===== src/design/reset_sequencer.sv =====
// Reset held for 2^(p_delay_bits-1) cycles after lock; button is not debounced here
`timescale 1ns/1ps
`default_nettype none

module reset_sequencer
#(
  parameter int p_delay_bits = 24
)
(
  input  logic clk,
  input  logic i_reset,
  input  logic i_pll_locked,
  input  logic i_btn_reset_n,
  output logic o_sys_reset
);

  logic [p_delay_bits-1:0] delay_cnt;
  logic                    delay_done;

  assign delay_done = delay_cnt[p_delay_bits-1]; // Top bit ends the wait

  always_ff @(posedge clk)
  begin
    if (i_reset || !i_pll_locked)
    begin
      delay_cnt   <= '0;   // Restart on any loss of lock
      o_sys_reset <= 1'b1;
    end
    else
    begin
      if (!delay_done)
        delay_cnt <= delay_cnt + 1'b1; // Saturates at top bit
      o_sys_reset <= ~(i_btn_reset_n & delay_done);
    end
  end

endmodule

`default_nettype wire


===== config.mk =====
export PLATFORM = sky130hd
export DESIGN_NAME = reset_sequencer
export DESIGN_NICKNAME = d
export VERILOG_FILES = /design/src/design/reset_sequencer.sv
export SDC_FILE = /design/constraint.sdc
export NUM_CORES = 1
export LEC_CHECK = 0
export BUFFER_PORTS_ARGS = -buffer_cell sky130_fd_sc_hd__buf_2
export CAP_MARGIN = 40
export CORE_ASPECT_RATIO = 1.75
export CORE_MARGIN = 10
export CORE_UTILIZATION = 39
export CTS_CLUSTER_DIAMETER = 60
export CTS_CLUSTER_SIZE = 10
export DETAILED_ROUTE_END_ITERATION = 12
export GPL_ROUTABILITY_DRIVEN = 0
export PLACE_DENSITY = 0.57
export SLEW_MARGIN = 20
export SYNTH_ARGS = -nofsm -noshare
export SYNTH_HDL_FRONTEND = slang
export SYNTH_SLANG_ARGS = --single-unit

===== constraint.sdc =====
create_clock -name clk -period 1.9 [get_ports clk]
set_input_delay 0.475 -clock clk [delete_from_list [all_inputs] [get_ports clk]]
set_output_delay 0.475 -clock clk [all_outputs]
set_load 0.02 [all_outputs]

Word level (Yosys, flattened, before mapping). Cells that the tools add are included.

Add/sub/neg operators: 1. Muxes and demuxes: 1. Bitwise gates (word level): 2. Reduce and logical (&&, ||, !) cells: 2.

Operators with widths (number): $add 24x1->24 const B (1); $mux 24 (1); $and 1x1->1 (1); $logic_not 1->1 (1); $logic_or 1x1->1 (1); $not 1->1 (1).

Register bits after elaboration: 25. Bits of input ports: 4. Output and inout port bits: 1. Word-level logic and storage cells: 9.

Logic depth before layout (Yosys ltp).
Word-level depth: 2. Mapped depth: 6. Depth with buffers taken out: 5.

Least setup slack after synthesis. No wires, ideal clock.

Path kind: register to register. Start point: register delay_cnt[0]. End point: register delay_cnt[22]. Setup time: 70 ps. Arrival: 1634 ps. Data required time: 1830 ps. Path slack: 196 ps. Cell stages (with the launch flop): 6. Path buffers: 0. Period minus slack after synthesis: 1704 ps. Cell sequence: dfxtp_1 -> ha_1 -> nand3b_1 -> or4_4 -> or3_1 -> a21oi_1.

Cells in the longest elaborated chain, start to end: 1.

RTL lines: start: declaration (RTL line 17) `logic [p_delay_bits-1:0] delay_cnt;`; start signal: assignment (RTL line 32) `delay_cnt <= delay_cnt + 1'b1;`; $add 24x1->24 (RTL line 32).

No other way between the ends. A chain may end at the register's enable or synchronous reset.

Worst setup path in the final report.
Start point: register delay_cnt[1]. End point: register delay_cnt[22].

The elaborated chain is that of the path after synthesis.

==> run_results.csv <==
group,metric,value,unit
sta,drv_slew,0,
grt,grt_max_degree,15,
die,core,2900,sq um
min_path,holdPathEnd,"o_sys_reset",
critical_path,cp.required,2.11,ns
clock_network,cts_tree,"yes",
synth,syn-cell-area,1160,sq um
clock_network,clkSinkCount,25,
min_path,hold_depth,2,
drt,finalWirelength,2410,um
cells_and_area,syn2layout_area_growth,12.0,%
critical_path,timing.rr.end,"delay_cnt[22]",
power_and_ir_drop,irDropWorstVdd,440,uV
synth,synthCells,134,
sta,setup_viol,0,
sta,finalSetupTns,0,ns
die,die_w,61.2,um
drt,vias,988,
clock_network,ctsResizeCount,0,
placed_design,dpl.cell_count,169,
clock_network,insertion_delay,0.27,ns
sta,tightest_slew,0.309,ns
critical_path,critPathLaunch,"delay_cnt[1]",
synth,synth_area_per_cell,8.64,sq um
critical_path,timing.rr.start,"delay_cnt[1]",
cells_and_area,layout_commonest_cell,"dfxtp_1",
critical_path,critPathMaxFanout,7,
drt,ant_nets,0,
min_path,hold_path_class,"in -> reg",
cells_and_area,finish.utilization,0.448,
flow_run,drv_cap,0,
drt,first_pass_iters,4,
critical_path,reg2regPathDepth,5,
drt,drt-initial-drc-count,13,
clock_network,post_cts_buffers,0,
synth,synthTopCellsByArea,"dfxtp_1 (43%), xor2_1 (5.3%), nor2_1 (4.9%)",
synth,synth_top_cell_by_area,"dfxtp_1",
clock_network,clk_pin_slew,0.09,ns
clock_network,root_buffer,"clkbuf_8",
critical_path,crit_type,"reg -> reg",
sta,fmax,568,MHz
die,rows,26,
critical_path,arrival,1.97,ns
critical_path,cp-end-kind,"flop",
power_and_ir_drop,power_per_cell_area,666,nW/um^2
grt,grt_usage,0.0969,
clock_network,cts.htree.levels,1,
critical_path,crit_path_start_kind,"flop",
die,io_pins,5,
power_and_ir_drop,p_leak,0.000430,uW
synth,ys_types,29,
grt,grt_first_pass_wirelength,4290,um
cells_and_area,drive_above_1_share,0.145,
cells_and_area,layout.nets,151,
clock_network,cts_made_buffers,3,
sta,fin_crit_sh,0.927,
cells_and_area,stdcell_count,173,
synth,synth_top_area_frac,0.432,
grt,grt-ovfl-total,0,
cells_and_area,n_antenna_cell,0,
synth,syn-num-nets,139,
clock_network,holdBufCountCts,0,
sta,fin_skew,0.00731,ns
grt,grt_pass1_vias,988,
die,start_util,0.400,
sta,finalHoldViolations,0,
synth,ys_seq_area_frac,0.432,
drt,wl_per_cell,13.9,um
clock_network,cts.path.max_buffers,2,
die,fp.dieH,92.1,um
die,dieArea,5630,sq um
sta,period_needed,1.76,ns
sta,grt_setup_unrepaired,"no",
drt,routed_via_density,5.71,
sta,slew_headroom,0.792,
critical_path,reg2reg_slack,0.14,ns
synth,synth_warnings,0,
min_path,hold_path_startpoint,"i_btn_reset_n",
grt,antenna_found_initial,0,
synth,synth-seq-cells,25,
run_status,status,"finished clean",
drt,drc,0,
placed_design,place_hpwl,1830,um
cells_and_area,mostFrequentLayoutCells,"dfxtp_1 (24), nor2_1 (15), nand3_1 (10), nand2_1 (10), o21ai_0 (10)",
placed_design,numPortBuffers,4,
-- logic make-up (layout without fill, tap and decap cells) --
kind of cell    Yosys count  after routing  share of synthesized area
flops                    25             25                      0.432
compound gates           21             21                     0.0951
xor+xnor                 11             11                     0.0832
mux                       1              1                    0.00865
buf+inv                   7             18                     0.0303
simple gates             68             68                      0.339
fa+ha+maj                 1              1                     0.0108
-- synthesized netlist by cell type --
cell      number
dfxtp_1       25
nor2_1        15
nand2_1       10
nand3_1       10
o21ai_0       10
a21oi_1        9
xor2_1         7
nand4_1        6
or3_1          6
or4_1          6
clkbuf_1       4
xnor2_1        4
and4_1         3
nand4_2        2
nor2b_1        2
o31ai_1        2
and3_1         1
and3b_1        1
and4b_1        1
buf_2          1
buf_6          1
ha_1           1
inv_1          1
mux2i_1        1
nand2b_1       1
nand3b_1       1
nand4b_1       1
nor4_1         1
or4_4          1
-- where the power goes --
| part | internal [uW] | leakage [uW] | switching [uW] |
|---|---|---|---|
| Combinational | 11.3 | 0.000202 | 14.4 |
| Sequential | 526 | 0.000202 | 1.88 |
| Clock | 146 | 0.0000255 | 164 |
-- area by class of cell --
cell class              count  area (sq um)
inverters                   1          3.75
repair buffers             13          87.6
multi-input cells         102           622
fillers                   286          1600
clock buffers               3          41.3
well taps                  28          35.0
clock inverters             1          5.00
flip-flops and latches     25           502
-- metrics by stage --
| step | worst slack [ns] | instance area [sq um] | hold slack (ns) | power, uW |
|---|---|---|---|---|
| floorplan | 0.196 | 1160 | 0.452 | 552 |
| global route | 0.0163 | 1300 | 0.404 | 906 |
| detailed placement | 0.104 | 1250 | 0.477 | 566 |
| finish | 0.138 | 1300 | 0.387 | 864 |
| global placement | 0.156 | 1250 | 0.465 | 564 |
| CTS | 0.0940 | 1290 | 0.383 | 878 |
-- metal layers --
layer,vias to the layer above,wire length (um),global-route usage
li1,507,-,-
met1,468,1040,0.108
met2,11,1280,0.165
met3,2,54,0.0193
met4,0,27,0.0460
met5,-,0,0
-- worst max-delay path, stage by stage (launching register included) --
cell and delay, ns:
dfxtp_2 0.37, ha_1 0.18, nand3b_1 0.09, or4_4 0.56
or3_1 0.36, a21oi_1 0.14
-- worst max-delay path by stage --
stage / to / slack (ns) / depth (start not counted)
final: delay_cnt[22] / 0.14 / 5
after global routing: delay_cnt[22] / 0.02 / 5
after CTS: delay_cnt[22] / 0.09 / 5
after detailed placement: delay_cnt[22] / 0.10 / 5
after global placement: delay_cnt[22] / 0.16 / 5
after floorplan: delay_cnt[22] / 0.20 / 5
-- flip-flops by register name, indices dropped and copies added, names as in the netlist --
register and flops:
o_sys_reset 1, delay_cnt 24
Note: power is estimated with default switching activity, not from simulation.
