==> src/design/mem_map_pkg.sv <==
// Console map is word addressed (23 bits); only scratchpad and GROM extension are on chip
`default_nettype none

package mem_map_pkg;

  // ======================================================================
  // Widths and sizes
  // ======================================================================
  localparam int ADDR_W           = 23;   // CPU word address
  localparam int DATA_W           = 16;   // CPU data word
  localparam int BYTE_W           = 8;    // Host and bootloader data
  localparam int HOST_ADDR_W      = 32;   // Host side byte address
  localparam int PAD_AW           = 9;    // 512 words of scratchpad
  localparam int GEXT_AW          = 14;   // 16K words of GROM extension
  localparam int RESET_DELAY_BITS = 24;
  localparam int SDRAM_WAIT_LIMIT = 100;  // Busy timeout, cycles
  localparam int WAIT_CNT_W       = 7;    // Must hold SDRAM_WAIT_LIMIT

  // ======================================================================
  // Decode constants, compared against upper word address bits
  // ======================================================================
  localparam logic [7:0]  CPU_CTRL_TAG = 8'hFF;    // Host addr 31:24
  localparam logic [3:0]  HOST_RAM_TAG = 4'h0;     // Host addr 31:28
  localparam logic [13:0] PAD_PAGE     = 14'h0040; // Bits 22:9
  localparam logic [10:0] ROM_PAGE     = 11'h000;  // Console ROM, bits 22:12
  localparam logic [10:0] LOEXP_PAGE   = 11'h001;  // Low expansion RAM
  localparam logic [10:0] HIEXP_PAGE   = 11'h005;  // High expansion, lower 8K
  localparam logic [9:0]  HIEXP_TOP    = 10'h003;  // High expansion, upper 16K, bits 22:13
  localparam logic [7:0]  GROM_PAGE    = 8'h01;    // GROM space, bits 22:15
  localparam logic [7:0]  DSR_PAGE     = 8'h03;    // DSR ROM area
  localparam logic [2:0]  GEXT_FIRST   = 3'd3;     // Bits 14:12 window
  localparam logic [2:0]  GEXT_LAST    = 3'd6;
  localparam logic [3:0]  SAMS_PAGE    = 4'h1;     // Bits 22:19
  localparam logic [2:0]  CART_PAGE    = 3'h1;     // Bits 22:20
  localparam logic [2:0]  SPARE_PAGE   = 3'h2;

  typedef enum logic [1:0] {
    REG_NONE  = 2'd0,  // Unmapped, reads zero
    REG_PAD   = 2'd1,
    REG_GEXT  = 2'd2,
    REG_SDRAM = 2'd3
  } region_e;

endpackage

`default_nettype wire

==> src/design/bus_pkg.sv <==
// Bus bundles only; CPU strobes are active low except addr_strobe, host data is one byte
`default_nettype none

package bus_pkg;

  import mem_map_pkg::*;

  // ======================================================================
  // CPU side
  // ======================================================================
  typedef struct packed {
    logic [ADDR_W-1:0] addr;        // Word address
    logic [DATA_W-1:0] wdata;
    logic              we_n;
    logic              oe_n;
    logic              lb_n;        // Bits 7:0
    logic              ub_n;        // Bits 15:8
    logic              addr_strobe; // One pulse per access
  } cpu_bus_t;

  // ======================================================================
  // Host side (SPI slave word accesses)
  // ======================================================================
  typedef struct packed {
    logic                   wr;
    logic                   rd;
    logic [HOST_ADDR_W-1:0] addr;
    logic [BYTE_W-1:0]      data;
  } host_acc_t;

  // Held until the bootloader acknowledges
  typedef struct packed {
    logic [HOST_ADDR_W-1:0] addr;
    logic [BYTE_W-1:0]      wdata;
    logic                   read_rq;
    logic                   write_rq;
  } boot_req_t;

  // Toward the SDRAM controller
  typedef struct packed {
    logic              strobe;   // Single cycle
    logic              write_n;
    logic [ADDR_W-1:0] addr;
    logic [DATA_W-1:0] wdata;
  } sdram_req_t;

endpackage

`default_nettype wire

==> src/design/host_bridge.sv <==
// Host accesses are single pulses; a new RAM request while one is pending overwrites its address
`timescale 1ns/1ps
`default_nettype none

module host_bridge
(
  input  logic                           clk,
  input  logic                           i_reset,
  input  bus_pkg::host_acc_t             i_host,
  input  logic                           i_boot_rd_ack,
  input  logic                           i_boot_wr_ack,
  input  logic [mem_map_pkg::BYTE_W-1:0] i_boot_rdata,
  output bus_pkg::boot_req_t             o_boot,
  output logic [mem_map_pkg::BYTE_W-1:0] o_host_rdata,
  output logic [mem_map_pkg::BYTE_W-1:0] o_cpu_control
);
  import mem_map_pkg::*;

  logic                   ctrl_access;
  logic                   ram_access;
  logic [HOST_ADDR_W-1:0] boot_addr;
  logic [BYTE_W-1:0]      boot_wdata;
  logic                   read_rq;
  logic                   write_rq;

  // Address tag split
  assign ctrl_access = (i_host.addr[HOST_ADDR_W-1 -: 8] == CPU_CTRL_TAG);
  assign ram_access  = (i_host.addr[HOST_ADDR_W-1 -: 4] == HOST_RAM_TAG);

  // ======================================================================
  // Control register and request flags
  // ======================================================================
  always_ff @(posedge clk)
  begin
    if (i_reset)
    begin
      o_cpu_control <= '0;
      read_rq       <= 1'b0;
      write_rq      <= 1'b0;
    end
    else
    begin
      if (i_host.wr && ctrl_access)
        o_cpu_control <= i_host.data;
      if (i_boot_rd_ack)
        read_rq <= 1'b0;          // Drops on the sampling edge
      else if (i_host.rd && ram_access)
        read_rq <= 1'b1;
      if (i_boot_wr_ack)
        write_rq <= 1'b0;
      else if (i_host.wr && ram_access)
        write_rq <= 1'b1;
    end
  end

  // Address, write byte and returned byte
  always_ff @(posedge clk)
  begin
    if ((i_host.rd || i_host.wr) && ram_access)
      boot_addr <= i_host.addr;
    if (i_host.wr && ram_access)
      boot_wdata <= i_host.data;
    if (i_boot_rd_ack)
      o_host_rdata <= i_boot_rdata; // Same edge as read_rq falls
  end

  always_comb
  begin
    o_boot.addr     = boot_addr;
    o_boot.wdata    = boot_wdata;
    o_boot.read_rq  = read_rq;
    o_boot.write_rq = write_rq;
  end

endmodule

`default_nettype wire

==> config.mk <==
export PLATFORM = sky130hd
export DESIGN_NAME = host_bridge
export DESIGN_NICKNAME = d
export VERILOG_FILES = /design/src/design/mem_map_pkg.sv /design/src/design/bus_pkg.sv /design/src/design/host_bridge.sv
export SDC_FILE = /design/constraint.sdc
export NUM_CORES = 1
export LEC_CHECK = 0
export BUFFER_PORTS_ARGS = -buffer_cell sky130_fd_sc_hd__buf_2
export CORE_UTILIZATION = 46
export CTS_CLUSTER_DIAMETER = 50
export CTS_CLUSTER_SIZE = 30
export DETAILED_ROUTE_END_ITERATION = 8
export GPL_TIMING_DRIVEN = 0
export HOLD_SLACK_MARGIN = 0.15
export PLACE_DENSITY = 0.84
export SLEW_MARGIN = 20
export SYNTH_ARGS = -nofsm -noshare
export SYNTH_HDL_FRONTEND = slang
export SYNTH_SLANG_ARGS = --single-unit
==> constraint.sdc <==
create_clock -name clk -period 3.7 [get_ports clk]
set_input_delay 0.37 -clock clk [delete_from_list [all_inputs] [get_ports clk]]
set_output_delay 0.37 -clock clk [all_outputs]
set_load 0.01 [all_outputs]
== After elaboration in Yosys (flattened, before gate mapping) ==
Index checks and enable logic that the tools add are counted.

* Equality and inequality tests: 1
* $lt $le $gt $ge: 0
* Reductions and logical operators: 8
* Shift operators: 0
* Multiplexer cells: 0
* $mul: 0
* Add/sub/neg operators: 0
* Divide/modulo/power cells: 0
* Bitwise logic cells: 0

{| class="wikitable"
|+ Operators by type and width
! kind !! number
|-
| == test 8 bit (second input constant) || 1
|-
| logical AND 1 bit || 4
|-
| logical NOT 4 bit || 1
|-
| OR reduction 2 bit || 2
|-
| logical OR 1 bit || 1
|}

* Memories kept: 0
* Latch bits: 0
* Flip-flop bits (word level): 58
* Bits in read-only memories: 0
* Memory bits (writable): 0
* Output and inout bits: 58

== Depth between registers and ports, before layout ==
Gate-level depths: netlist (run 1).

* Depth in word-level cells: 2
* Depth in mapped cells: 3

== Least setup slack after synthesis (run 1) ==
OpenSTA, ideal clock, no wires.

* Path kind: input-to-reg
* Start point: in i_host[39] (netlist bit)
* End point: reg boot_addr[0], enable pin
* Arrival time: 1.560 ns
* Buffers on the path: 0
* Cell stages on the path: 2
* Path slack: 1.749 ns
* Library setup time: 0.391 ns
* Cells stage by stage: nor4_2 o21a_1

* Word-level cells in the longest chain between the ends: 2

{| class="wikitable"
|+ RTL lines
! element !! line !! text
|-
| start: declaration || host_bridge.sv:9 || <nowiki>input bus_pkg::host_acc_t i_host,</nowiki>
|-
| logical NOT 4 bit || host_bridge.sv:28 || <nowiki>assign ram_access = (i_host.addr[HOST_ADDR_W-1 -: 4] == HOST_RAM_TAG);</nowiki>
|-
| logical AND 1 bit || host_bridge.sv:59 || <nowiki>if ((i_host.rd || i_host.wr) && ram_access)</nowiki>
|-
| end signal: assignment || host_bridge.sv:60 || <nowiki>boot_addr <= i_host.addr;</nowiki>
|-
| end: declaration || host_bridge.sv:21 || <nowiki>logic [HOST_ADDR_W-1:0] boot_addr;</nowiki>
|}

Every way passes these cells.
A chain may end at the register's enable or synchronous reset.

== Final worst setup path (run 1) ==
* Start point: in i_host[39] (netlist bit)
* End point: reg boot_addr[18], enable pin

Same word-level chain as after synthesis.

==> results of run 1 <==
## placed cells by master (no fill, tap or decap), types with 4 or more instances in the layout
cell type,synthesis,final
clkbuf_8,0,9
edfxtp_1,48,48
clkbuf_1,1,4
dfxtp_1,10,10
mux2i_1,8,8
buf_2,0,111
nand2b_1,16,16
## path summary, 6_finish.rpt
check | from | to | slack [ps] | depth (start not counted)
worst max-delay path | i_host[39] | boot_addr[18] | 2050 | 3
worst min-delay path | i_boot_wr_ack | write_rq | 200 | 2
worst max register to register | write_rq | write_rq | 3100 | 2
worst min register to register | o_cpu_control[4] | o_cpu_control[4] | 470 | 2
## area by class of cell
| type | count | area [um2] | area share |
|---|---|---|---|
| Tap cell | 50 | 62.6 | 0.0230 |
| Clock inverter | 4 | 42.5 | 0.0156 |
| Sequential cell | 58 | 1640 | 0.603 |
| Clock buffer | 12 | 135 | 0.0497 |
| Multi-Input combinational cell | 35 | 265 | 0.0975 |
| Timing Repair Buffer | 111 | 556 | 0.204 |
| Buffer | 3 | 18.8 | 0.00690 |
## cells by family (layout without fill, tap and decap cells)
kind of cell / Yosys count / count (layout) / share of synthesized area
multiplexers: 8 / 8 / 0.0416
flip-flops: 58 / 58 / 0.853
AO/OA/AOI/OAI: 3 / 3 / 0.00910
buffers and inverters: 3 / 130 / 0.00975
AND/OR/NAND/NOR: 24 / 24 / 0.0865
## critical path: stages
cell and delay, ps:
buf_2 120, nor4_2 420, o21a_2 680
## power breakdown
group	internal (mW)	leakage [nW]	switching [mW]
Clock	0.306	0.0894	0.223
Combinational	0.0364	0.539	0.0381
Sequential	0.727	0.521	0.00411
## registers in the layout, indices dropped and copies added, names as in the netlist
register and cells:
boot_addr 32, boot_wdata 8, o_cpu_control 8, o_host_rdata 8, read_rq 1, write_rq 1
## routing by layer
layer	global-route usage	wire, um
met5	0	0
met2	0.273	1800
met3	0.0702	479
met4	0.128	87
met1	0.210	1560
## per-stage QoR
| step | cells | power, mW | hold WS [ps] |
|---|---|---|---|
| 3_3_place_gp | 257 | 0.817 | 456 |
| 5_1_grt | 273 | 1.38 | 191 |
| 4_1_cts | 273 | 1.34 | 186 |
| 3_5_place_dp | 257 | 0.821 | 459 |
| 2_1_floorplan | 96 | 0.767 | 447 |
| 6_report | 273 | 1.33 | 195 |
==> results.json, run 1 <==
{
  "synthesis.area_um2": 1920,
  "drive_gt1_frac": 0.574,
  "die_y_um": 66.7,
  "clkTransAtPathRegs_ps": 60,
  "grt-ovfl-total": 0,
  "synth_area_leaders": "edfxtp_1, dfxtp_1, nand2b_1",
  "gp_congestion": 0.675,
  "cts_root_buffer": "clkbuf_8",
  "yosysWarnings": 0,
  "fp.coreArea_um2": 4000,
  "seq_area_frac_synth": 0.853,
  "via_per_inst": 4.59,
  "grt_max_degree": 33,
  "row_count": 23,
  "report.final.setup_viol": 0,
  "critPathCaptureType": "flip-flop",
  "setup_ws_ps": 2050,
  "via_count": 1254,
  "synth.top_cells.by_count": "edfxtp_1, nand2b_1, dfxtp_1",
  "rsz0062_at_grt": "false",
  "synth_cell_types": 15,
  "antenna_cells": 0,
  "grt_antenna_before_repair": 0,
  "p_per_area_nw_per_um2": 490,
  "dp_hpwl_um": 2940,
  "finalMaxSlewViolations": 0,
  "synth.top_cell.area_share": 0.749,
  "timing.final.hold_violations": 0,
  "maxCapViolations": 0,
  "drcViolationCount": 0,
  "tightestPinTransition_ps": 704,
  "synth_seq_cells": 58,
  "start_kind": "input port",
  "cts_resized": 0,
  "criticalPathCategory": "in -> reg",
  "hold_buffers": 0,
  "wire_per_inst_um": 14.4,
  "slew_headroom": 0.531,
  "yosysMostFrequentCell": "edfxtp_1",
  "critical_path.max_fanout": 32,
  "avgSynthCellArea_um2": 20.0,
  "cp.arrival_ps": 1600,
  "h-tree-depth": 3,
  "cts_buffer_depth": 2,
  "finalCriticalPeriod_ps": 1650,
  "final_area_um2": 2720,
  "drtAntennaViolNets": 0,
  "final_nets": 272,
  "insertion_delay_ps": 320,
  "boundaryPins": 112,
  "irDropWorstVdd_mv": 0.271,
  "ys.flop_type": "edfxtp_1",
  "crit_required_ps": 3650,
  "hold_path_class": "in -> reg",
  "p_leak_nw": 1.15,
  "drt_iter0_drc": 69,
  "num-fill-cells": 306,
  "status": "completed",
  "die_area_um2": 4450,
  "grt_pass1_wl_um": 5480,
  "area_growth_pct": 41.4,
  "fmax_mhz": 607,
  "place_ws_ps": 1700,
  "wl_um": 3920,
  "syn-instance-count": 96,
  "placed_cell_area_um2": 2540,
  "numCtsBuffers": 9,
  "period_share": 0.445,
  "async_reset_ff_frac": 0,
  "port_buffers": 111,
  "fin_worst_skew_ps": 0,
  "grt_use_total": 0.181,
  "die_width_um": 66.7,
  "synth_largest_area_cell": "edfxtp_1",
  "first_pass_iters": 6,
  "finalSetupTns_ps": 0,
  "synth_fp_nets": 150,
  "synth-edff-count": 48,
  "post_cts_buffers": 0,
  "grt_pass1_vias": 1162,
  "fin_util": 0.680,
  "start_util": 0.481,
  "clkSinkCount": 58,
  "cts_tree": "done"
}
Note: power is estimated with default switching activity, not from simulation.
==> inputs of run 2 (changes only) <==
- CORE_UTILIZATION: 46 -> 38
- PLACE_DENSITY: 0.84 -> 0.74
- clock period: 3.7 -> 1.4 ns (I/O delays scaled with it)
==> results.json, run 2 (same netlist as run 1, synthesis figures left out) <==
{
  "status": "completed",
  "p_leak_nw": 1.36,
  "numCtsBuffers": 9,
  "antenna_cells": 0,
  "via_per_inst": 4.38,
  "drtAntennaViolNets": 0,
  "slew_headroom": 0.622,
  "largest_reg_flops": 32,
  "die_y_um": 73.2,
  "multi_input_area_um2": 280,
  "fmax_mhz": 746,
  "timing.final.hold_violations": 0,
  "crit_required_ps": 1600,
  "wire_per_inst_um": 14.2,
  "period_share": 0.958,
  "p_per_area_nw_per_um2": 1060,
  "cts_buffer_depth": 2,
  "final_common_cell": "buf_2",
  "tightestPinTransition_ps": 566,
  "fin_util": 0.677,
  "drt_iter0_drc": 54,
  "critical_path.max_fanout": 2,
  "num-fill-cells": 345,
  "grt_use_total": 0.193,
  "grt_pass1_vias": 1564,
  "fin_worst_skew_ps": 0,
  "area_growth_pct": 68.3,
  "post_cts_buffers": 0,
  "cp_slowest_cell": "dlygate4sd3_1",
  "crit_top_cell": "dlygate4sd3_1",
  "cpPeakStageDelay_ps": 570,
  "wl_um": 4830,
  "final_nets": 323,
  "maxCapViolations": 0,
  "die_width_um": 73.2,
  "first_pass_iters": 4,
  "final_cell_mix": "buf_2, dlygate4sd3_1, edfxtp_1",
  "criticalPathCategory": "in -> reg",
  "start_kind": "input port",
  "irDropWorstVdd_mv": 0.653,
  "rsz0062_at_grt": "false",
  "via_count": 1488,
  "drcViolationCount": 0,
  "grt_antenna_before_repair": 0,
  "clkTransAtPathRegs_ps": 50,
  "gp_congestion": 0.683,
  "h-tree-depth": 3,
  "critPathCaptureType": "flip-flop",
  "cts_root_buffer": "clkbuf_8",
  "seq_area_um2": 1640,
  "drive_gt1_frac": 0.469,
  "crit_buf_inv": 3,
  "cp.arrival_ps": 1540,
  "row_count": 25,
  "report.final.setup_viol": 0,
  "crit_family": "buffers and inverters",
  "start_util": 0.402,
  "die_area_um2": 5350,
  "largest-register": "boot_addr",
  "finalCriticalPeriod_ps": 1340,
  "port_buffers": 111,
  "grt_max_degree": 33,
  "dp_hpwl_um": 2890,
  "path_cells": "dlygate4sd3_1 > buf_2 > a21oi_1 > nor3_1 > dlygate4sd3_1",
  "insertion_delay_ps": 320,
  "p_total_mw": 3.43,
  "fp.coreArea_um2": 4790,
  "clkSinkCount": 58,
  "hold_path_class": "in -> reg",
  "grt_pass1_wl_um": 7180,
  "finalHoldWorstSlack_ps": 173,
  "grt-ovfl-total": 0,
  "cts_tree": "done",
  "boundaryPins": 112,
  "finalMaxSlewViolations": 0
}
-- run 2: final cells by class --
cell class                 instances  share of cell area
timing repair buffer             162               0.329
buffer                             3             0.00579
clock buffer                       9              0.0382
multi-input combinational         35              0.0865
sequential                        58               0.507
tap                               67              0.0259
clock inverter                     6             0.00772
-- run 2: tightest hold or removal path, stage by stage --
cell and delay (ps):
buf_2 120, a21oi_1 130, nor3_1 50
-- run 2: power breakdown --
group / switching [mW] / total, mW / internal [mW]
sequential: 0.0112 / 1.93 / 1.92
combinational: 0.129 / 0.317 / 0.189
clock: 0.576 / 1.18 / 0.599
-- run 2: timing repair --
action,CTS,global route
hold endpoints to repair,58,0
setup endpoints to repair,0,1
hold buffers,51,0
resized for setup,0,1
-- run 2: worst paths after layout --
check                   start          endpoint  slack (ps)  cells after the start
min reg2reg  o_cpu_control[6]  o_cpu_control[6]         470                      2
max reg2reg           read_rq           read_rq         240                      3
max                i_host[40]           read_rq          60                      5
min                i_host[41]          write_rq         170                      3
-- run 2: metrics by stage --
stage          TNS [ps]  instances  setup slack (ps)  area, um2
2_1_floorplan         0         96               146       1930
3_3_place_gp      -5260        274              -135       2570
3_5_place_dp      -5060        274              -132       2570
4_1_cts               0        340              91.6       3230
5_1_grt               0        340              15.8       3240
6_report              0        340              59.2       3240
-- run 2: per-layer routing --
layer,vias up,track usage,share of wire
met5,-,0,0
met4,0,0.135,0.030
met3,17,0.0815,0.13
met2,94,0.341,0.50
met1,673,0.179,0.34
li1,704,-,-
