[src/design/mem_map_pkg.sv]
// Console map is word addressed (23 bits); only scratchpad and GROM extension are on chip
`default_nettype none

package mem_map_pkg;

  // ======================================================================
  // Widths and sizes
  // ======================================================================
  localparam int ADDR_W           = 23;   // CPU word address
  localparam int DATA_W           = 16;   // CPU data word
  localparam int BYTE_W           = 8;    // Host and bootloader data
  localparam int HOST_ADDR_W      = 32;   // Host side byte address
  localparam int PAD_AW           = 9;    // 512 words of scratchpad
  localparam int GEXT_AW          = 14;   // 16K words of GROM extension
  localparam int RESET_DELAY_BITS = 24;
  localparam int SDRAM_WAIT_LIMIT = 100;  // Busy timeout, cycles
  localparam int WAIT_CNT_W       = 7;    // Must hold SDRAM_WAIT_LIMIT

  // ======================================================================
  // Decode constants, compared against upper word address bits
  // ======================================================================
  localparam logic [7:0]  CPU_CTRL_TAG = 8'hFF;    // Host addr 31:24
  localparam logic [3:0]  HOST_RAM_TAG = 4'h0;     // Host addr 31:28
  localparam logic [13:0] PAD_PAGE     = 14'h0040; // Bits 22:9
  localparam logic [10:0] ROM_PAGE     = 11'h000;  // Console ROM, bits 22:12
  localparam logic [10:0] LOEXP_PAGE   = 11'h001;  // Low expansion RAM
  localparam logic [10:0] HIEXP_PAGE   = 11'h005;  // High expansion, lower 8K
  localparam logic [9:0]  HIEXP_TOP    = 10'h003;  // High expansion, upper 16K, bits 22:13
  localparam logic [7:0]  GROM_PAGE    = 8'h01;    // GROM space, bits 22:15
  localparam logic [7:0]  DSR_PAGE     = 8'h03;    // DSR ROM area
  localparam logic [2:0]  GEXT_FIRST   = 3'd3;     // Bits 14:12 window
  localparam logic [2:0]  GEXT_LAST    = 3'd6;
  localparam logic [3:0]  SAMS_PAGE    = 4'h1;     // Bits 22:19
  localparam logic [2:0]  CART_PAGE    = 3'h1;     // Bits 22:20
  localparam logic [2:0]  SPARE_PAGE   = 3'h2;

  typedef enum logic [1:0] {
    REG_NONE  = 2'd0,  // Unmapped, reads zero
    REG_PAD   = 2'd1,
    REG_GEXT  = 2'd2,
    REG_SDRAM = 2'd3
  } region_e;

endpackage

`default_nettype wire

[src/design/bus_pkg.sv]
// Bus bundles only; CPU strobes are active low except addr_strobe, host data is one byte
`default_nettype none

package bus_pkg;

  import mem_map_pkg::*;

  // ======================================================================
  // CPU side
  // ======================================================================
  typedef struct packed {
    logic [ADDR_W-1:0] addr;        // Word address
    logic [DATA_W-1:0] wdata;
    logic              we_n;
    logic              oe_n;
    logic              lb_n;        // Bits 7:0
    logic              ub_n;        // Bits 15:8
    logic              addr_strobe; // One pulse per access
  } cpu_bus_t;

  // ======================================================================
  // Host side (SPI slave word accesses)
  // ======================================================================
  typedef struct packed {
    logic                   wr;
    logic                   rd;
    logic [HOST_ADDR_W-1:0] addr;
    logic [BYTE_W-1:0]      data;
  } host_acc_t;

  // Held until the bootloader acknowledges
  typedef struct packed {
    logic [HOST_ADDR_W-1:0] addr;
    logic [BYTE_W-1:0]      wdata;
    logic                   read_rq;
    logic                   write_rq;
  } boot_req_t;

  // Toward the SDRAM controller
  typedef struct packed {
    logic              strobe;   // Single cycle
    logic              write_n;
    logic [ADDR_W-1:0] addr;
    logic [DATA_W-1:0] wdata;
  } sdram_req_t;

endpackage

`default_nettype wire

[src/design/sdram_wait_gen.sv]
// CPU must hold its address while busy; p_wait_limit has to fit in WAIT_CNT_W bits
`timescale 1ns/1ps
`default_nettype none

module sdram_wait_gen
#(
  parameter int p_wait_limit = mem_map_pkg::SDRAM_WAIT_LIMIT
)
(
  input  logic                           clk,
  input  logic                           i_reset,
  input  bus_pkg::cpu_bus_t              i_cpu,
  input  mem_map_pkg::region_e           i_region,
  input  logic                           i_sdram_ack,
  input  logic [mem_map_pkg::DATA_W-1:0] i_sdram_rdata,
  output bus_pkg::sdram_req_t            o_sdram,
  output logic                           o_busy,
  output logic [mem_map_pkg::DATA_W-1:0] o_sdram_rdata
);
  import mem_map_pkg::*;

  logic                  start;      // Qualified CPU strobe, combinational
  logic                  strobe_q;   // One cycle later, to the controller
  logic [WAIT_CNT_W-1:0] busy_cnt;
  logic                  req_write_n;
  logic [ADDR_W-1:0]     req_addr;
  logic [DATA_W-1:0]     req_wdata;

  assign start  = i_cpu.addr_strobe && (i_region == REG_SDRAM) && !o_busy;
  assign o_busy = |busy_cnt;

  // ======================================================================
  // Strobe delay and busy timeout
  // ======================================================================
  always_ff @(posedge clk)
  begin
    if (i_reset)
    begin
      strobe_q <= 1'b0;
      busy_cnt <= '0;
    end
    else
    begin
      strobe_q <= start;
      if (i_sdram_ack)
        busy_cnt <= '0;                          // Ack ends the wait
      else if (start)
        busy_cnt <= WAIT_CNT_W'(p_wait_limit);
      else if (o_busy)
        busy_cnt <= busy_cnt - 1'b1;             // Timeout countdown
    end
  end

  // Request fields and returned word
  always_ff @(posedge clk)
  begin
    if (start)
    begin
      req_write_n <= i_cpu.we_n;
      req_addr    <= i_cpu.addr;
      req_wdata   <= i_cpu.wdata;
    end
    if (i_sdram_ack)
      o_sdram_rdata <= i_sdram_rdata;  // Held until next ack
  end

  always_comb
  begin
    o_sdram.strobe  = strobe_q;
    o_sdram.write_n = req_write_n;
    o_sdram.addr    = req_addr;
    o_sdram.wdata   = req_wdata;
  end

endmodule

`default_nettype wire

[config.mk]
export PLATFORM = sky130hd
export DESIGN_NAME = sdram_wait_gen
export DESIGN_NICKNAME = d
export VERILOG_FILES = /design/src/design/mem_map_pkg.sv /design/src/design/bus_pkg.sv /design/src/design/sdram_wait_gen.sv
export SDC_FILE = /design/constraint.sdc
export NUM_CORES = 1
export LEC_CHECK = 0
export BUFFER_PORTS_ARGS = -buffer_cell sky130_fd_sc_hd__buf_2
export CAP_MARGIN = 20
export CELL_PAD_IN_SITES_DETAIL_PLACEMENT = 0
export CELL_PAD_IN_SITES_GLOBAL_PLACEMENT = 1
export CORE_ASPECT_RATIO = 0.8
export CORE_MARGIN = 2
export CORE_UTILIZATION = 35
export CTS_BUF_LIST = sky130_fd_sc_hd__clkbuf_4 sky130_fd_sc_hd__clkbuf_8
export DETAILED_ROUTE_END_ITERATION = 10
export PLACE_DENSITY = 0.8
export RECOVER_POWER = 100
export SLEW_MARGIN = 20
export SYNTH_ARGS = -nofsm -noshare
export SYNTH_HDL_FRONTEND = slang
export SYNTH_SLANG_ARGS = --single-unit
[constraint.sdc]
create_clock -name clk -period 3.6 [get_ports clk]
set_input_delay 0.18 -clock clk [delete_from_list [all_inputs] [get_ports clk]]
set_output_delay 0.18 -clock clk [all_outputs]
set_load 0.02 [all_outputs]
== Word-level counts from Yosys, hierarchy flattened ==
Cells that the tools add are included.
Word-level totals
  register bits: 64
  input bits: 65
Operators by class
  multiplexer cells: 2
  add/sub/neg operators: 1
  reduce and logical (&&, ||, !) cells: 7
  eq/ne operators: 1
Operators with widths (number)
  2-to-1 mux 7 bit: 2
  OR reduction 7 bit: 1
  subtractor 7 x 1 -> 7 bit, second input constant: 1
  OR reduction 3 bit: 1
  == test 2 bit, second input constant: 1
  logical AND 1 bit: 2
  nonzero test 2 bit: 1
  OR reduction 2 bit: 1
  zero test 1 bit: 1

== Logic depth before layout (Yosys ltp) ==
Gate-level depths: netlist of run 1.
  word-level depth: 4
  mapped depth: 5

== Worst setup path before layout of run 1 ==
No wires, ideal clock.
  path kind: reg-to-reg
  start point: register busy_cnt[4]
  end point: register req_addr[0] (enable)
  arrival: 2.087 ns
  data required time: 3.206 ns
  setup slack: 1.119 ns
  clock period less this slack: 2.481 ns
  setup time: 0.394 ns
  path buffers: 0
  cell stages (with the launch flop): 4
  cell sequence: dfxtp_1 -> or4_4 -> or3_4 -> inv_1
Between the ends
  cells in the longest elaborated chain, start to end: 3
RTL lines
  start: declaration: line sdram_wait_gen.sv:24  | logic [WAIT_CNT_W-1:0] busy_cnt;
  start signal: assignment: line sdram_wait_gen.sv:48  | busy_cnt <= WAIT_CNT_W'(p_wait_limit);
  start signal: assignment: line sdram_wait_gen.sv:50  | busy_cnt <= busy_cnt - 1'b1;
  OR reduction 7 bit: line sdram_wait_gen.sv:30  | assign o_busy = |busy_cnt;
  zero test 1 bit: line sdram_wait_gen.sv:29  | assign start = i_cpu.addr_strobe && (i_region == REG_SDRAM) && !o_busy;
  logical AND 1 bit: line sdram_wait_gen.sv:29
  via start: line sdram_wait_gen.sv:22  | logic start;
  end signal: assignment: line sdram_wait_gen.sv:60  | req_addr <= i_cpu.addr;
  end: declaration: line sdram_wait_gen.sv:26  | logic [ADDR_W-1:0] req_addr;
The timed path passes the listed nets, and every way through them passes these cells.
A chain may end at the register's enable or synchronous reset.

== Final worst setup path of run 1 ==
  start point: register busy_cnt[2]
  end point: register req_addr[13] (enable)
The elaborated chain is that of the path after synthesis.

==> results.toml, run 1 <==
[floorplanning]
fp.coreArea_mm2 = 0.00588
dieArea_mm2 = 0.00671
row_count = 25
num_io_pins = 123
die_h_um = 73.7
die_w_um = 91.1
initial_utilization_pct = 36.1

[worst_setup_path]
crit_chain = "or4_1 > or3_1 > inv_1 > clkbuf_2"
cp.arrival_ps = 2560
regToRegSetupSlack_ps = 990
cp-start-kind = "register"
crit_path_top_delay_cell = "clkbuf_2"
crit_path_end_kind = "register"
worst-path-max-fanout = 40
cp_slowest_stage_delay_ps = 710
crit_family = "simple AND/OR/NAND/NOR gates"
worstRegToRegCells = 4
required_ps = 3550
critPathKind = "reg2reg"
r2r_start = "busy_cnt[2]$_SDFFE_PP0P_"
cp_num_buf_inv = 2
reg2reg_to = "req_addr[13]$_DFFE_PP_"

[cts]
cts_root_buf = "clkbuf_8"
clock_latency_ps = 320
clock-sinks = 64
cts-htree-levels = 3
path_clk_slew_ps = 70
numCtsBuffers = 9
clockBufferDepth = 2
cts_tree = "done"
post_cts.resized_instances = 0

[sta]
worst_slew_pin_slew_ps = 938
timing.fmax_mhz = 383
skew_ps = 2.75
min_period_over_period_pct = 72.6
slew_violations = 0
max_slew_margin_pct = 37.4
setup-violations-final = 0
worst_slack_ps = 986
rsz0062_at_grt = "false"
tns_ps = 0
period_minus_slack_ps = 2610
hold_viol_final = 0

[min_path]
hp-start = "i_reset"
hp-class = "in2reg"
hold_end = "strobe_q$_SDFF_PP0_"
min_path_cells = 2

[global_route]
grt_remaining_overflow = 0
antenna_found_initial = 0
grt_first_pass_wirelength_mm = 6.32
grt_pass1_vias = 1263
track_usage_pct = 13.1
grt_max_degree = 41

[synth]
synth-seq-cells = 64
synth_area_mm2 = 0.00212
async_reset_ff_share_pct = 0
ys_types = 28
yosys_warnings = 0
ys_seq_area_share_pct = 86.7
syn_nets = 175
synthCells = 108
synth_edf_count = 56
syn_avg_cell_area_um2 = 19.7
ys_dominant_reg_cell = "edfxtp_1"

[detailed_routing]
initialDrtViolationCount = 60
wire_per_inst_um = 13.8
dr.pass1.iters = 4
drc = 0
viasPerCell = 4.27
vias = 1547
wirelength_mm = 5.00
ant_nets = 0

[job]
maxCapViolCount = 0

[finish]
diodes = 0
drive_gt1_share_pct = 27.4
syn_to_final_growth_pct = 57.3
final_nets = 343
layout.cells.most_common = "clkbuf_1"
finalCoreUtilization_pct = 56.8
layout_common_cells = "clkbuf_1, buf_2, edfxtp_1"

[placed_design]
pre_cts_ws_ps = 1400
post-dp-hpwl_mm = 3.25
portBuffers = 119
place_congestion = 0.808

[power]
pwr-share-clk_pct = 28.9
total_leakage_power_nw = 1.26
switchingPower_w = 0.000706
p_int_w = 0.00156
power_density_mw_per_mm2 = 679
ir_worst_vdd_v = 0.000300
seqPwrFrac_pct = 44.2
netSwitchingFraction_pct = 31.1
combPwrFrac_pct = 26.9

[outcome]
status = "finished, final reports clean"
## worst register-to-register path, delay by kind of cell (launching register included)
kind	cells	cell delay (ps)
and+or+nand+nor	2	1080
buffers and inverters	2	790
DFF	1	360
## power by group through the flow
| stage | combinational [W] | clock [W] | sequential [W] |
|---|---|---|---|
| 4_1_cts | 0.000624 | 0.000678 | 0.000998 |
| 2_1_floorplan | 0.000341 | 0 | 0.00111 |
| 6_report | 0.000610 | 0.000656 | 0.00100 |
| 5_1_grt | 0.000676 | 0.000709 | 0.00102 |
| 3_5_place_dp | 0.000619 | 0 | 0.00101 |
| 3_3_place_gp | 0.000617 | 0 | 0.00101 |
## logic make-up after synthesis
family | count (synthesis) | share of synthesized area (%)
flops | 64 | 86.7
simple gates | 20 | 5.83
compound gates | 12 | 3.65
buf+inv | 8 | 1.77
xor+xnor | 2 | 0.825
fa+ha+maj | 2 | 1.18
## synthesized netlist by cell type (all sizes together) (2+ instances only)
library cell  instances  area share, %
edfxtp               56             79
dfxtp                 8            7.5
inv                   5           0.88
nor2                  4           0.71
nor3                  4           0.94
a31oi                 3           0.88
a21oi                 2           0.47
buf                   2           0.71
ha                    2            1.2
nand4                 2           0.59
o21ai                 2           0.47
xnor2                 2           0.83
## stage by stage
stage	hold WS (ps)	cell area, µm²	total power, W	cells
6_report	27.8	3340	0.00227	362
5_1_grt	-3.07	3340	0.00240	362
4_1_cts	0.814	3060	0.00230	325
3_5_place_dp	358	2810	0.00163	306
3_3_place_gp	357	2810	0.00163	306
2_1_floorplan	252	2120	0.00145	108
## registers in the layout, summed over array words and instances (netlist names)
signal	count
o_sdram_rdata	16
req_addr	23
req_write_n	1
req_wdata	16
busy_cnt	7
strobe_q	1
## worst max-delay path by stage
stage                                  start                 endpoint  slack [ps]  cells after the start
global placement    busy_cnt[2]$_SDFFE_PP0P_   req_addr[14]$_DFFE_PP_        1410                      4
finish              busy_cnt[2]$_SDFFE_PP0P_   req_addr[13]$_DFFE_PP_         990                      4
floorplan           busy_cnt[4]$_SDFFE_PP0P_    req_addr[0]$_DFFE_PP_        1120                      3
detailed placement  busy_cnt[2]$_SDFFE_PP0P_   req_addr[14]$_DFFE_PP_        1400                      4
global route        busy_cnt[2]$_SDFFE_PP0P_  req_wdata[14]$_DFFE_PP_         810                      4
CTS                 busy_cnt[4]$_SDFFE_PP0P_   req_addr[14]$_DFFE_PP_        1400                      4
## layer usage
layer | global-route usage, % | wire (µm)
met2 | 19.0 | 2460
met4 | 4.38 | 12
met1 | 16.4 | 2140
met5 | 0 | 0
met3 | 7.69 | 379
## final cells by class
type / count / area, µm²
Multi-Input combinational cell: 36 / 235
Inverter: 5 / 18.8
Clock buffer: 9 / 124
Clock inverter: 7 / 93.8
Sequential cell: 64 / 1840
Timing Repair Buffer: 160 / 926
Fill cell: 512 / 2540
Tap cell: 81 / 101
## repair_timing
action,4_1_cts,5_1_grt
hold endpoints to repair,3,37
setup buffers,0,0
hold buffers,3,37
Note: power is estimated with default switching activity, not from simulation.
==> run 2, diff against run 1 <==
- ABC_AREA: default -> 1
- CORE_UTILIZATION: 35 -> 31
- PLACE_DENSITY: 0.8 -> 0.75
- clock period: 3.6 -> 2.18 ns (I/O delays scaled with it)
==> run 2 against run 1 <==
  * Non-clock buffer count increased by 17
  * Sequential share of layout area down 3.9 points
  * Synthesized cell count up 19%
  * Via count up 8.8%
  * Hold slack improved by 220 ps
  * Final cell count is 12% higher
  * Critical path depth increased by 3
  * Total power is 65% higher
  * Utilization fell by 4.1 points
  * Synthesized area increased by 2.5%
  * Flip-flop and latch count unchanged
==> results.toml, run 2 <==
[finish]
drive_gt1_share_pct = 23.8
finalCoreUtilization_pct = 52.7
seq_area_mm2 = 0.00184
reg_top3 = "req_addr x23, o_sdram_rdata x16, req_wdata x16"
fillCellCount = 602
layout_common_cells = "clkbuf_1, dlygate4sd3_1, edfxtp_1"
largest_register_ffs = 23
diodes = 0
layout.cells.most_common = "clkbuf_1"
final_nets = 381
syn_to_final_growth_pct = 65.3
multi_input_area_um2 = 243
top_register = "req_addr"
final_cells = 406

[sta]
slew_violations = 0
min_period_over_period_pct = 78.3
max_slew_margin_pct = 37.2
holdWs_ps = 243
rsz0062_at_grt = "false"
hold_viol_final = 0
setup-violations-final = 0
worst_slew_pin_slew_ps = 942
tns_ps = 0
skew_ps = 10.4
period_minus_slack_ps = 1710
timing.fmax_mhz = 586
worst_slack_ps = 473

[floorplanning]
die_w_um = 97.7
dieArea_mm2 = 0.00771
initial_utilization_pct = 31.9
row_count = 27
fp.coreArea_mm2 = 0.00682
die_h_um = 78.9
num_io_pins = 123

[worst_setup_path]
crit_path_end_kind = "register"
worst-path-max-fanout = 40
cp-start-kind = "register"
cp.arrival_ps = 1720
critPathKind = "reg2reg"
required_ps = 2190

[synth]
synth-seq-cells = 64
synthCells = 128
yosysTopAreaCell = "edfxtp_1"
ys_seq_area_share_pct = 84.6
synth_edf_count = 56
syn_avg_cell_area_um2 = 17.0
ys_top_cells_by_count = "edfxtp_1, nand2_1, inv_1"
yosys_warnings = 0
syn_nets = 195
synth.most_common_cell = "edfxtp_1"
ys_dominant_reg_cell = "edfxtp_1"
synth_top_area_share_pct = 77.3
ys_types = 20
async_reset_ff_share_pct = 0
synth.area.top_cells = "edfxtp_1, dfxtp_1, nand2_1, inv_1, nor2_1"
synth_area_mm2 = 0.00218

[min_path]
hp-class = "in2reg"

[global_route]
track_usage_pct = 15.9
grt_first_pass_wirelength_mm = 9.24
grt_max_degree = 41
antenna_found_initial = 0
grt_pass1_vias = 1656
grt_remaining_overflow = 0

[cts]
path_clk_slew_ps = 70
clock-sinks = 64
cts_tree = "done"
clockBufferDepth = 2
cts_root_buf = "clkbuf_8"
clock_latency_ps = 330
numCtsBuffers = 9
cts-htree-levels = 3

[placed_design]
dp_cells = 333
pre_cts_ws_ps = 556
place_congestion = 0.809
portBuffers = 119
post-dp-hpwl_mm = 3.81

[detailed_routing]
wire_per_inst_um = 15.2
vias = 1683
initialDrtViolationCount = 72
dr.pass1.iters = 4
drc = 0
ant_nets = 0
viasPerCell = 4.15
wirelength_mm = 6.18

[job]
maxCapViolCount = 0

[power]
total_leakage_power_nw = 1.43
power_density_mw_per_mm2 = 1040
ir_worst_vdd_v = 0.000397

[outcome]
status = "finished, final reports clean"
-- run 2: metrics by stage --
stage / power [W] / cell area [µm²]
global route: 0.00394 / 3600
CTS: 0.00383 / 3700
global placement: 0.00250 / 2890
floorplan: 0.00222 / 2180
finish: 0.00374 / 3600
detailed placement: 0.00252 / 2890
-- run 2: logic make-up after synthesis --
group | Yosys count | synth area share, %
AND/OR/NAND/NOR | 37 | 8.63
buffers and inverters | 17 | 3.28
AO/OA/AOI/OAI | 7 | 1.90
adder cells (fa/ha/maj) | 2 | 1.15
XOR/XNOR | 1 | 0.403
flip-flops | 64 | 84.6
-- run 2: per-layer routing --
metal  track usage, %  share of wire (%)
met2             25.4                 47
met1             20.3                 44
met4             4.58               0.99
met5                0                  0
met3             6.07                8.4
-- run 2: worst paths after layout --
path	from	to	slack (ps)	cells after the start
max	busy_cnt[0]$_SDFFE_PP0P_	req_addr[14]$_DFFE_PP_	470	7
min	i_cpu[0]	strobe_q$_SDFF_PP0_	240	5
max reg2reg	busy_cnt[0]$_SDFFE_PP0P_	req_addr[14]$_DFFE_PP_	470	7
min reg2reg	busy_cnt[0]$_SDFFE_PP0P_	busy_cnt[0]$_SDFFE_PP0P_	460	2
-- run 2: layout make-up --
type	instances	share of cell area [%]
tap	87	3.03
multi-input combinational	47	6.75
timing repair buffer	177	30.7
clock buffer	9	3.44
sequential	64	51.2
clock inverter	7	3.30
inverter	15	1.57
-- run 2: worst max-delay path: stages (launching register included) --
cell and delay [ps]:
dfxtp_1 310, inv_1 110, ha_1 190, nand2_1 60, nor2_1 110, nand3_1 190, inv_1 170, buf_12 240
-- run 2: what timing repair did --
action,in CTS,in global routing
endpoints found under the hold margin,57,0
setup buffers,0,0
gates resized for setup,0,0
hold buffers,57,0
-- run 2: where the power goes --
group | switching [W] | internal [W] | total, W
logic | 0.000583 | 0.000309 | 0.000892
registers | 0.0000838 | 0.00152 | 0.00161
clock network | 0.000475 | 0.000762 | 0.00124
total | 0.00114 | 0.00259 | 0.00374
